$ cat config.mk
export PLATFORM = sky130hd
export DESIGN_NAME = core_top
export DESIGN_NICKNAME = d
export VERILOG_FILES = /design/src/logic/core_ctrl_pkg.sv /design/src/logic/riscv_isa_pkg.sv /design/src/logic/core_ifs.sv /design/src/logic/core_top.sv /design/src/logic/pc_unit.sv /design/src/logic/exec_unit.sv /design/src/logic/reg_file.sv /design/src/logic/instr_decoder.sv /design/src/logic/alu.sv
export VERILOG_INCLUDE_DIRS = /design/src /design/src/logic
export SDC_FILE = /design/constraint.sdc
export NUM_CORES = 2
export LEC_CHECK = 0
export BUFFER_PORTS_ARGS = -buffer_cell sky130_fd_sc_hd__buf_4
export CORE_MARGIN = 2
export CORE_UTILIZATION = 55
export CTS_BUF_LIST = sky130_fd_sc_hd__clkbuf_4
export CTS_CLUSTER_SIZE = 12
export DETAILED_ROUTE_END_ITERATION = 10
export HOLD_SLACK_MARGIN = 0.12
export PLACE_DENSITY_LB_ADDON = 0.2
export SKIP_CTS_REPAIR_TIMING = 1
export SLEW_MARGIN = 20
export SYNTH_ARGS = -nofsm -noshare
export SYNTH_HDL_FRONTEND = slang
export SYNTH_HIERARCHICAL = 1
export SYNTH_SLANG_ARGS = --single-unit
export TNS_END_PERCENT = 100
$ cat constraint.sdc
create_clock -name CLK -period 16.08 [get_ports CLK]
set_input_delay 3.216 -clock CLK [delete_from_list [all_inputs] [get_ports CLK]]
set_output_delay 3.216 -clock CLK [all_outputs]
set_load 0.01 [all_outputs]
$ cat src/logic/core_macros.svh
`ifndef CORE_MACROS_SVH
`define CORE_MACROS_SVH

// datapath and address width
`define XLEN        32

// integer register file geometry
`define REG_COUNT   32
`define REG_ADDR_W  5

// fetch side
`define RESET_PC    0   // first fetch address after reset
`define INSTR_BYTES 4   // sequential pc step

`endif
$ cat src/logic/core_ctrl_pkg.sv
package core_ctrl_pkg;

    // arithmetic ops give result_o and compares give flag_o
    typedef enum logic [3:0] {
        ALU_ADD  = 4'd0,
        ALU_SUB  = 4'd1,
        ALU_SLL  = 4'd2,
        ALU_SLT  = 4'd3,
        ALU_SLTU = 4'd4,
        ALU_XOR  = 4'd5,
        ALU_SRL  = 4'd6,
        ALU_SRA  = 4'd7,
        ALU_OR   = 4'd8,
        ALU_AND  = 4'd9,
        ALU_EQ   = 4'd10,
        ALU_NE   = 4'd11,
        ALU_LT   = 4'd12,
        ALU_GE   = 4'd13,
        ALU_LTU  = 4'd14,
        ALU_GEU  = 4'd15
    } alu_op_e;

    // operand a source
    typedef enum logic [1:0] {
        OP_A_RS1  = 2'd0,
        OP_A_PC   = 2'd1, // jal link address
        OP_A_ZERO = 2'd2  // lui
    } op_a_sel_e;

    // operand b source
    typedef enum logic [1:0] {
        OP_B_RS2  = 2'd0,
        OP_B_IMM  = 2'd1,
        OP_B_FOUR = 2'd2  // pc + 4 for the link register
    } op_b_sel_e;

endpackage

$ cat src/logic/riscv_isa_pkg.sv
`include "core_macros.svh"

package riscv_isa_pkg;

    ////////////////////////////////////////////////////
    // instruction fields
    ////////////////////////////////////////////////////
    typedef logic [`XLEN-1:0]       word_t;     // data, address or immediate
    typedef logic [31:0]            instr_t;    // raw instruction of 32 bits
    typedef logic [`REG_ADDR_W-1:0] reg_addr_t; // rs1 / rs2 / rd index
    typedef logic [2:0]             funct3_t;
    typedef logic [6:0]             funct7_t;

    // anything outside these major opcodes retires as a nop
    typedef enum logic [6:0] {
        OP     = 7'b0110011, // R-type alu
        OP_IMM = 7'b0010011, // I-type alu and shifts
        LUI    = 7'b0110111,
        STORE  = 7'b0100011, // only sw is executed
        BRANCH = 7'b1100011,
        JAL    = 7'b1101111
    } opcode_e;

    // funct3 of the conditional branches
    typedef enum logic [2:0] {
        BEQ  = 3'b000,
        BNE  = 3'b001,
        BLT  = 3'b100, // signed
        BGE  = 3'b101, // signed
        BLTU = 3'b110,
        BGEU = 3'b111
    } branch_f3_e;

    localparam funct3_t F3_SW = 3'b010; // word store

endpackage

$ cat src/logic/core_ifs.sv
`timescale 1ns/10ps

// decoded control of the current instruction
interface ctrl_if;
    import riscv_isa_pkg::*;
    import core_ctrl_pkg::*;

    alu_op_e   alu_op;
    op_a_sel_e op_a_sel;
    op_b_sel_e op_b_sel;
    word_t     imm;       // immediate already sign extended and shifted
    logic      rf_we;     // write rd this cycle
    logic      mem_req;   // sw in flight
    logic      branch;    // conditional branch decided by the alu flag
    logic      jal;       // unconditional jump

    modport dec (output alu_op, op_a_sel, op_b_sel, imm, rf_we, mem_req, branch, jal);
    modport exe (input alu_op, op_a_sel, op_b_sel, imm, mem_req, branch);
    modport pc  (input imm, jal);
endinterface

// register file access
interface rf_if;
    import riscv_isa_pkg::*;

    reg_addr_t ra1;
    reg_addr_t ra2;
    reg_addr_t wa;
    word_t     wd;
    logic      we;
    word_t     rd1;
    word_t     rd2;

    modport dec (output ra1, ra2, wa);
    modport exe (input rd1, rd2, output wd);
    modport rf  (input ra1, ra2, wa, wd, we, output rd1, rd2);
endinterface

$ cat src/logic/core_top.sv
`timescale 1ns/10ps

module core_top (
    input  logic                  CLK,
    input  logic                  RESET,
    input  riscv_isa_pkg::instr_t instr_i,     // instruction at pc_o
    output riscv_isa_pkg::word_t  pc_o,        // fetch address
    output logic                  mem_req_o,
    output logic                  mem_we_o,
    output riscv_isa_pkg::word_t  mem_addr_o,
    output riscv_isa_pkg::word_t  mem_wdata_o
);

    ctrl_if ctrl ();
    rf_if   rf ();

    logic branch_taken;

    assign rf.we = ctrl.rf_we; // decoder owns the write enable

    instr_decoder i_instr_decoder (
        .instr_i (instr_i),
        .ctrl    (ctrl),
        .rf      (rf)
    );

    reg_file i_reg_file (
        .CLK   (CLK),
        .RESET (RESET),
        .rf    (rf)
    );

    exec_unit i_exec_unit (
        .pc_i           (pc_o),
        .ctrl           (ctrl),
        .rf             (rf),
        .branch_taken_o (branch_taken),
        .mem_req_o      (mem_req_o),
        .mem_we_o       (mem_we_o),
        .mem_addr_o     (mem_addr_o),
        .mem_wdata_o    (mem_wdata_o)
    );

    pc_unit i_pc_unit (
        .CLK            (CLK),
        .RESET          (RESET),
        .ctrl           (ctrl),
        .branch_taken_i (branch_taken),
        .pc_o           (pc_o)
    );

endmodule

$ cat src/logic/pc_unit.sv
`timescale 1ns/10ps
`include "core_macros.svh"

module pc_unit (
    input  logic                 CLK,
    input  logic                 RESET,
    ctrl_if.pc                   ctrl,
    input  logic                 branch_taken_i,
    output riscv_isa_pkg::word_t pc_o
);
    import riscv_isa_pkg::*;

    word_t pc_q;
    word_t pc_step; // imm for jumps and 4 otherwise

    // jal and taken branches are both pc relative
    assign pc_step = (ctrl.jal || branch_taken_i) ? ctrl.imm : word_t'(`INSTR_BYTES);

    always_ff @(posedge CLK) begin
        if (RESET) begin
            pc_q <= word_t'(`RESET_PC);
        end else begin
            pc_q <= pc_q + pc_step; // one instruction retires per edge
        end
    end

    assign pc_o = pc_q;

endmodule

$ cat src/logic/exec_unit.sv
`timescale 1ns/10ps
`include "core_macros.svh"

module exec_unit (
    input  riscv_isa_pkg::word_t pc_i,
    ctrl_if.exe                  ctrl,
    rf_if.exe                    rf,
    output logic                 branch_taken_o,
    output logic                 mem_req_o,
    output logic                 mem_we_o,
    output riscv_isa_pkg::word_t mem_addr_o,
    output riscv_isa_pkg::word_t mem_wdata_o
);
    import riscv_isa_pkg::*;
    import core_ctrl_pkg::*;

    word_t op_a;
    word_t op_b;
    word_t alu_result;
    logic  alu_flag;

    ////////////////////////////////////////////////////
    // operand muxes
    ////////////////////////////////////////////////////
    always_comb begin
        case (ctrl.op_a_sel)
            OP_A_PC:   op_a = pc_i;
            OP_A_ZERO: op_a = '0;
            default:   op_a = rf.rd1;
        endcase
    end

    always_comb begin
        case (ctrl.op_b_sel)
            OP_B_IMM:  op_b = ctrl.imm;
            OP_B_FOUR: op_b = word_t'(`INSTR_BYTES);
            default:   op_b = rf.rd2;
        endcase
    end

    alu i_alu (
        .op_i     (ctrl.alu_op),
        .a_i      (op_a),
        .b_i      (op_b),
        .result_o (alu_result),
        .flag_o   (alu_flag)
    );

    assign rf.wd          = alu_result;               // alu only since there is no load path
    assign branch_taken_o = ctrl.branch & alu_flag;

    // request and write enable go together since only sw reaches memory
    assign mem_req_o   = ctrl.mem_req;
    assign mem_we_o    = ctrl.mem_req;
    assign mem_addr_o  = alu_result;                  // rs1 + imm_s
    assign mem_wdata_o = rf.rd2;

endmodule

$ cat src/logic/reg_file.sv
`timescale 1ns/10ps
`include "core_macros.svh"

module reg_file (
    input logic CLK,
    input logic RESET,
    rf_if.rf    rf
);
    import riscv_isa_pkg::*;

    word_t regs [`REG_COUNT]; // x0 .. x31

    // both reads are asynchronous
    assign rf.rd1 = regs[rf.ra1];
    assign rf.rd2 = regs[rf.ra2];

    always_ff @(posedge CLK) begin
        if (RESET) begin
            for (int i = 0; i < `REG_COUNT; i++) begin
                regs[i] <= '0;
            end
        end else if (rf.we && rf.wa != '0) begin // x0 stays zero
            regs[rf.wa] <= rf.wd;
        end
    end

endmodule

$ cat src/logic/instr_decoder.sv
`timescale 1ns/10ps

module instr_decoder (
    input  riscv_isa_pkg::instr_t instr_i, // instruction fetched at pc
    ctrl_if.dec                   ctrl,
    rf_if.dec                     rf
);
    import riscv_isa_pkg::*;
    import core_ctrl_pkg::*;

    opcode_e opcode;
    funct3_t funct3;
    funct7_t funct7;
    word_t   imm_i;
    word_t   imm_s;
    word_t   imm_b;
    word_t   imm_j;
    word_t   imm_u;
    alu_op_e arith_op;  // op for OP / OP_IMM
    alu_op_e cmp_op;    // op for BRANCH
    logic    cmp_valid; // funct3 names a real branch

    assign opcode = opcode_e'(instr_i[6:0]);
    assign funct3 = instr_i[14:12];
    assign funct7 = instr_i[31:25];

    // register fields sit at fixed bits in every format
    assign rf.ra1 = instr_i[19:15];
    assign rf.ra2 = instr_i[24:20];
    assign rf.wa  = instr_i[11:7];

    ////////////////////////////////////////////////////
    // immediates sign extended from bit 31
    ////////////////////////////////////////////////////
    assign imm_i = {{20{instr_i[31]}}, instr_i[31:20]};
    assign imm_s = {{20{instr_i[31]}}, instr_i[31:25], instr_i[11:7]};
    assign imm_b = {{19{instr_i[31]}}, instr_i[31], instr_i[7],
                    instr_i[30:25], instr_i[11:8], 1'b0};
    assign imm_j = {{11{instr_i[31]}}, instr_i[31], instr_i[19:12],
                    instr_i[20], instr_i[30:21], 1'b0};
    assign imm_u = {instr_i[31:12], 12'b0}; // lower bits zero

    // funct3 selects the alu op and bit 30 picks sub (R-type only) or sra/srai
    always_comb begin
        case (funct3)
            3'b000:  arith_op = (opcode == OP && funct7[5]) ? ALU_SUB : ALU_ADD;
            3'b001:  arith_op = ALU_SLL;
            3'b010:  arith_op = ALU_SLT;
            3'b011:  arith_op = ALU_SLTU;
            3'b100:  arith_op = ALU_XOR;
            3'b101:  arith_op = funct7[5] ? ALU_SRA : ALU_SRL;
            3'b110:  arith_op = ALU_OR;
            default: arith_op = ALU_AND;
        endcase
    end

    // funct3 010 and 011 name no branch condition
    always_comb begin
        cmp_valid = 1'b1;
        case (branch_f3_e'(funct3))
            BEQ:  cmp_op = ALU_EQ;
            BNE:  cmp_op = ALU_NE;
            BLT:  cmp_op = ALU_LT;
            BGE:  cmp_op = ALU_GE;
            BLTU: cmp_op = ALU_LTU;
            BGEU: cmp_op = ALU_GEU;
            default: begin
                cmp_op    = ALU_EQ;
                cmp_valid = 1'b0; // falls through as pc + 4
            end
        endcase
    end

    ////////////////////////////////////////////////////
    // main control
    ////////////////////////////////////////////////////
    always_comb begin
        // defaults give a nop that writes and stores nothing
        ctrl.alu_op   = ALU_ADD;
        ctrl.op_a_sel = OP_A_RS1;
        ctrl.op_b_sel = OP_B_RS2;
        ctrl.imm      = imm_i;
        ctrl.rf_we    = 1'b0;
        ctrl.mem_req  = 1'b0;
        ctrl.branch   = 1'b0;
        ctrl.jal      = 1'b0;
        case (opcode)
            OP: begin
                ctrl.alu_op = arith_op;
                ctrl.rf_we  = 1'b1;
            end
            OP_IMM: begin
                ctrl.alu_op   = arith_op;
                ctrl.op_b_sel = OP_B_IMM; // shamt is imm_i[4:0]
                ctrl.rf_we    = 1'b1;
            end
            LUI: begin
                ctrl.op_a_sel = OP_A_ZERO; // 0 + imm_u
                ctrl.op_b_sel = OP_B_IMM;
                ctrl.imm      = imm_u;
                ctrl.rf_we    = 1'b1;
            end
            STORE: begin
                ctrl.op_b_sel = OP_B_IMM; // address = rs1 + imm_s
                ctrl.imm      = imm_s;
                ctrl.mem_req  = (funct3 == F3_SW); // sb / sh ignored
            end
            BRANCH: begin
                ctrl.alu_op = cmp_op; // rs1 vs rs2
                ctrl.imm    = imm_b;  // target offset for pc_unit
                ctrl.branch = cmp_valid;
            end
            JAL: begin
                ctrl.op_a_sel = OP_A_PC; // link = pc + 4
                ctrl.op_b_sel = OP_B_FOUR;
                ctrl.imm      = imm_j;
                ctrl.rf_we    = 1'b1;
                ctrl.jal      = 1'b1;
            end
            default: ; // unsupported opcodes keep the defaults
        endcase
    end

endmodule

$ cat src/logic/alu.sv
`timescale 1ns/10ps
`include "core_macros.svh"

module alu (
    input  core_ctrl_pkg::alu_op_e op_i,
    input  riscv_isa_pkg::word_t   a_i,
    input  riscv_isa_pkg::word_t   b_i,
    output riscv_isa_pkg::word_t   result_o,
    output logic                   flag_o    // compare outcome
);
    import riscv_isa_pkg::*;
    import core_ctrl_pkg::*;

    localparam int SHAMT_W = $clog2(`XLEN);

    logic [SHAMT_W-1:0] shamt;
    logic               lt_s;  // signed a < b
    logic               lt_u;  // unsigned a < b

    assign shamt = b_i[SHAMT_W-1:0]; // upper bits of b ignored
    assign lt_s  = $signed(a_i) < $signed(b_i);
    assign lt_u  = a_i < b_i;

    always_comb begin
        result_o = '0;
        flag_o   = 1'b0;
        case (op_i)
            ALU_ADD:  result_o = a_i + b_i;
            ALU_SUB:  result_o = a_i - b_i;
            ALU_SLL:  result_o = a_i << shamt;
            ALU_SLT:  result_o = word_t'(lt_s);
            ALU_SLTU: result_o = word_t'(lt_u);
            ALU_XOR:  result_o = a_i ^ b_i;
            ALU_SRL:  result_o = a_i >> shamt;
            ALU_SRA:  result_o = word_t'($signed(a_i) >>> shamt); // sign fill
            ALU_OR:   result_o = a_i | b_i;
            ALU_AND:  result_o = a_i & b_i;
            ALU_EQ:   flag_o   = (a_i == b_i);
            ALU_NE:   flag_o   = (a_i != b_i);
            ALU_LT:   flag_o   = lt_s;
            ALU_GE:   flag_o   = ~lt_s;
            ALU_LTU:  flag_o   = lt_u;
            ALU_GEU:  flag_o   = ~lt_u;
            default:  ;
        endcase
    end

endmodule

==> flow_metrics.env <==
export IMPL_instances_no_fill=8395
export IMPL_cts_root_buf="clkbuf_4"
export IMPL_worstPathRequired_ns=12.86
export IMPL_clk_insertion_delay_late_ns=1.32
export IMPL_power_density_nw_per_um2=104
export IMPL_wl_um=274000
export IMPL_rr_startpoint="i_reg_file/regs[3][27]"
export IMPL_avgViaCountPerCell=6.76
export IMPL_synth_edff_count=1024
export IMPL_place_gp_congestion=1.06
export IMPL_yosys_cell_types_count=111
export IMPL_fin_crit_ns=13.77
export IMPL_wl_per_cell_um=32.7
export IMPL_finish_instance_area_um2=74600
export IMPL_fin_nets=6712
export IMPL_maxSlewViolCount=0
export IMPL_rows=130
export IMPL_grt_use_total=0.414
export IMPL_hp_start="i_pc_unit/pc_o[0]"
export IMPL_cts_buffers=302
export IMPL_relSlewSlack=0.170
export IMPL_arrival_ns=10.55
export IMPL_setup_worst_path_start="instr_i[21]"
export IMPL_clk_path_buf_depth=4
export IMPL_ios=132
export IMPL_drt_first_pass_iters=6
export IMPL_layout_drive_gt1_share=0.143
export IMPL_cts_clk_slew_worst_paths_ns=0.06
export IMPL_synthToLayoutAreaGrowth_pct=7.69
export IMPL_synth_area_um2=69300
export IMPL_initial_core_util=0.553
export IMPL_critPathKind="primary input to output port"
export IMPL_clock_skew_ns=0.141
export IMPL_crit_end="mem_addr_o[30]"
export IMPL_status="finished clean"
export IMPL_cp_max_fo=68
export IMPL_ant_nets=0
export IMPL_yosysWarnings=6
export IMPL_drt_iter0_drc=8085
export IMPL_io_buffer_count=131
export IMPL_drv_cap=0
export IMPL_r2r_end="i_pc_unit/pc_o[28]"
export IMPL_p_leak_nw=30.7
export IMPL_avgSynthCellArea_um2=10.6
export IMPL_dp_final_hpwl_um=174000
export IMPL_die_h_um=359
export IMPL_hold_viol=0
export IMPL_rrSetupSlack_ns=6.94
export IMPL_finalSetupViolCount=0
export IMPL_dpl_cell_area_um2=71100
export IMPL_synth_ff_type="edfxtp_1"
export IMPL_n_fill_cell=10500
export IMPL_ir_worst_vdd_mv=0.0869
export IMPL_grt_pass1_vias=54900
export IMPL_tns_ns=0
export IMPL_dp_cells=7888
export IMPL_post_route_period_util=0.856
export IMPL_die_x_um=359
export IMPL_rsz0062_at_grt="false"
export IMPL_drc=0
export IMPL_clock_fmax_ghz=0.0726
export IMPL_antenna_found_initial=25
export IMPL_core_area_um2=125000
export IMPL_cts_sinks=1056
export IMPL_ys_ff_latch=1056
export IMPL_fin_util=0.596
export IMPL_reg2reg_depth=31
export IMPL_end_kind="output port"
export IMPL_grt_max_degree=88
export IMPL_worstSetupStartpointType="primary input"
export IMPL_htreeDepth=5
export IMPL_grt_overflow=0
export IMPL_dieArea_um2=129000
export IMPL_synthArstFlopShare=0
export IMPL_min_path_type="flop to flop"
export IMPL_worst_pin_slew_ns=1.24
export IMPL_syn_inst=6550
export IMPL_ys_seq_area_frac=0.453
export IMPL_dr_total_vias=56800
export IMPL_grt_pass1_wl_um=385000
export IMPL_tritoncts="built"
-- layout make-up --
class	count	area, um2	area share
inverters	115	432	0.00579
well taps	1650	2060	0.0277
flip-flops and latches	1056	31400	0.421
diodes	16	40.0	0.000537
repair buffers	323	2690	0.0360
clock buffers	420	3150	0.0423
multi-input cells	4745	34600	0.463
clock inverters	70	275	0.00369
-- metal layers --
layer	routed length, um	part of all wire	global-route usage	up-vias
met5	149	0.00054	0	-
met4	20600	0.075	0.280	12
met3	32600	0.12	0.108	874
met2	118000	0.43	0.617	3916
met1	103000	0.37	0.531	27900
li1	-	-	-	24100
-- registers in the layout (all words and copies together) (netlist names) --
signal	cells
i_pc_unit/pc_o	32
i_reg_file/regs	1024
-- layout by cell type (no fill, tap or decap), types with 14 or more instances in the layout --
master / netlist / final
or2_2: 39 / 39
nor2_1: 223 / 201
o21bai_1: 17 / 17
nand2b_1: 18 / 14
o21ai_0: 89 / 87
diode_2: 0 / 16
a22oi_1: 198 / 197
ha_1: 132 / 130
mux4_2: 27 / 27
nand4_1: 21 / 21
nand3_1: 230 / 230
edfxtp_1: 1024 / 1024
o31ai_1: 14 / 14
inv_1: 112 / 112
a21o_1: 47 / 47
nand2_1: 390 / 390
nor2_2: 7 / 24
conb_1: 1 / 32
clkinv_1: 3 / 60
a31oi_1: 82 / 81
mux2_2: 19 / 19
buf_12: 0 / 18
o22ai_1: 16 / 15
dfxtp_1: 32 / 32
clkbuf_4: 7 / 420
and2_1: 1005 / 1003
o211ai_1: 29 / 29
o21ai_1: 41 / 37
xnor2_1: 17 / 17
a221oi_1: 18 / 18
a21oi_1: 348 / 347
a22o_1: 165 / 165
a211oi_1: 42 / 42
nor2b_1: 56 / 52
nor3_1: 105 / 103
mux2i_1: 1074 / 1074
buf_4: 148 / 302
-- synthesized netlist by cell type (42+ instances only) --
| master | number | share of area |
|---|---|---|
| a211oi_1 | 42 | 0.0046 |
| a21o_1 | 47 | 0.0051 |
| a21oi_1 | 348 | 0.025 |
| a22o_1 | 165 | 0.021 |
| a22oi_1 | 198 | 0.021 |
| a31oi_1 | 82 | 0.0074 |
| and2_1 | 1005 | 0.091 |
| buf_2 | 147 | 0.011 |
| buf_4 | 148 | 0.016 |
| clkbuf_1 | 299 | 0.016 |
| edfxtp_1 | 1024 | 0.44 |
| ha_1 | 132 | 0.024 |
| inv_1 | 112 | 0.0061 |
| mux2i_1 | 1074 | 0.16 |
| nand2_1 | 390 | 0.021 |
| nand3_1 | 230 | 0.017 |
| nor2_1 | 223 | 0.012 |
| nor2b_1 | 56 | 0.0051 |
| nor3_1 | 105 | 0.0076 |
| o21ai_0 | 89 | 0.0064 |
-- per-stage QoR --
stage / power (mW) / worst slack (ns) / hold WS, ns
after CTS: 7.66 / 2.64 / 0.804
after global placement: 5.33 / 2.53 / 0.806
after global routing: 7.98 / 2.08 / 0.840
final: 7.74 / 2.31 / 0.787
after detailed placement: 5.35 / 2.64 / 0.784
after floorplan: 4.50 / 4.34 / 0.650
-- how the worst min path moves through the flow --
stage / endpoint / slack (ns) / cells past startpoint
3_5_place_dp: i_pc_unit/pc_o[0] / 0.78 / 2
5_1_grt: i_pc_unit/pc_o[0] / 0.84 / 2
6_report: i_pc_unit/pc_o[0] / 0.79 / 2
2_1_floorplan: i_pc_unit/pc_o[0] / 0.65 / 2
3_3_place_gp: i_pc_unit/pc_o[0] / 0.81 / 2
4_1_cts: i_pc_unit/pc_o[0] / 0.80 / 2
-- logic make-up after synthesis --
family,share of synthesized area
buf+inv,0.0559
xor+xnor,0.00379
simple gates,0.171
fa+ha+maj,0.0247
mux,0.168
flops,0.453
other cells,0.0000541
compound gates,0.123
-- worst max-delay path, cell delays in order --
cell and delay, ns:
buf_8 0.47, buf_4 0.86, mux2i_1 0.28, a22o_1 0.17
nor3_1 0.05, a31oi_1 0.60, nand3_1 0.64, nand2_1 0.22
o21ai_1 0.19, inv_1 0.16, ha_1 0.35, o31ai_1 0.27
o21ai_1 0.26, o211ai_2 0.36, a21boi_2 0.18, o31a_1 0.34
nor4b_1 0.51, a2bb2oi_4 0.81, buf_4 0.26
-- power by group --
| group | switching, mW | internal [mW] | leakage [nW] | total (mW) |
|---|---|---|---|---|
| clock network | 1.16 | 1.19 | 2.07 | 2.35 |
| registers | 0.0610 | 3.11 | 10.8 | 3.17 |
| logic | 1.58 | 0.641 | 17.9 | 2.22 |
| total | 2.80 | 4.95 | 30.7 | 7.74 |
(Power assumes the default switching activity.)
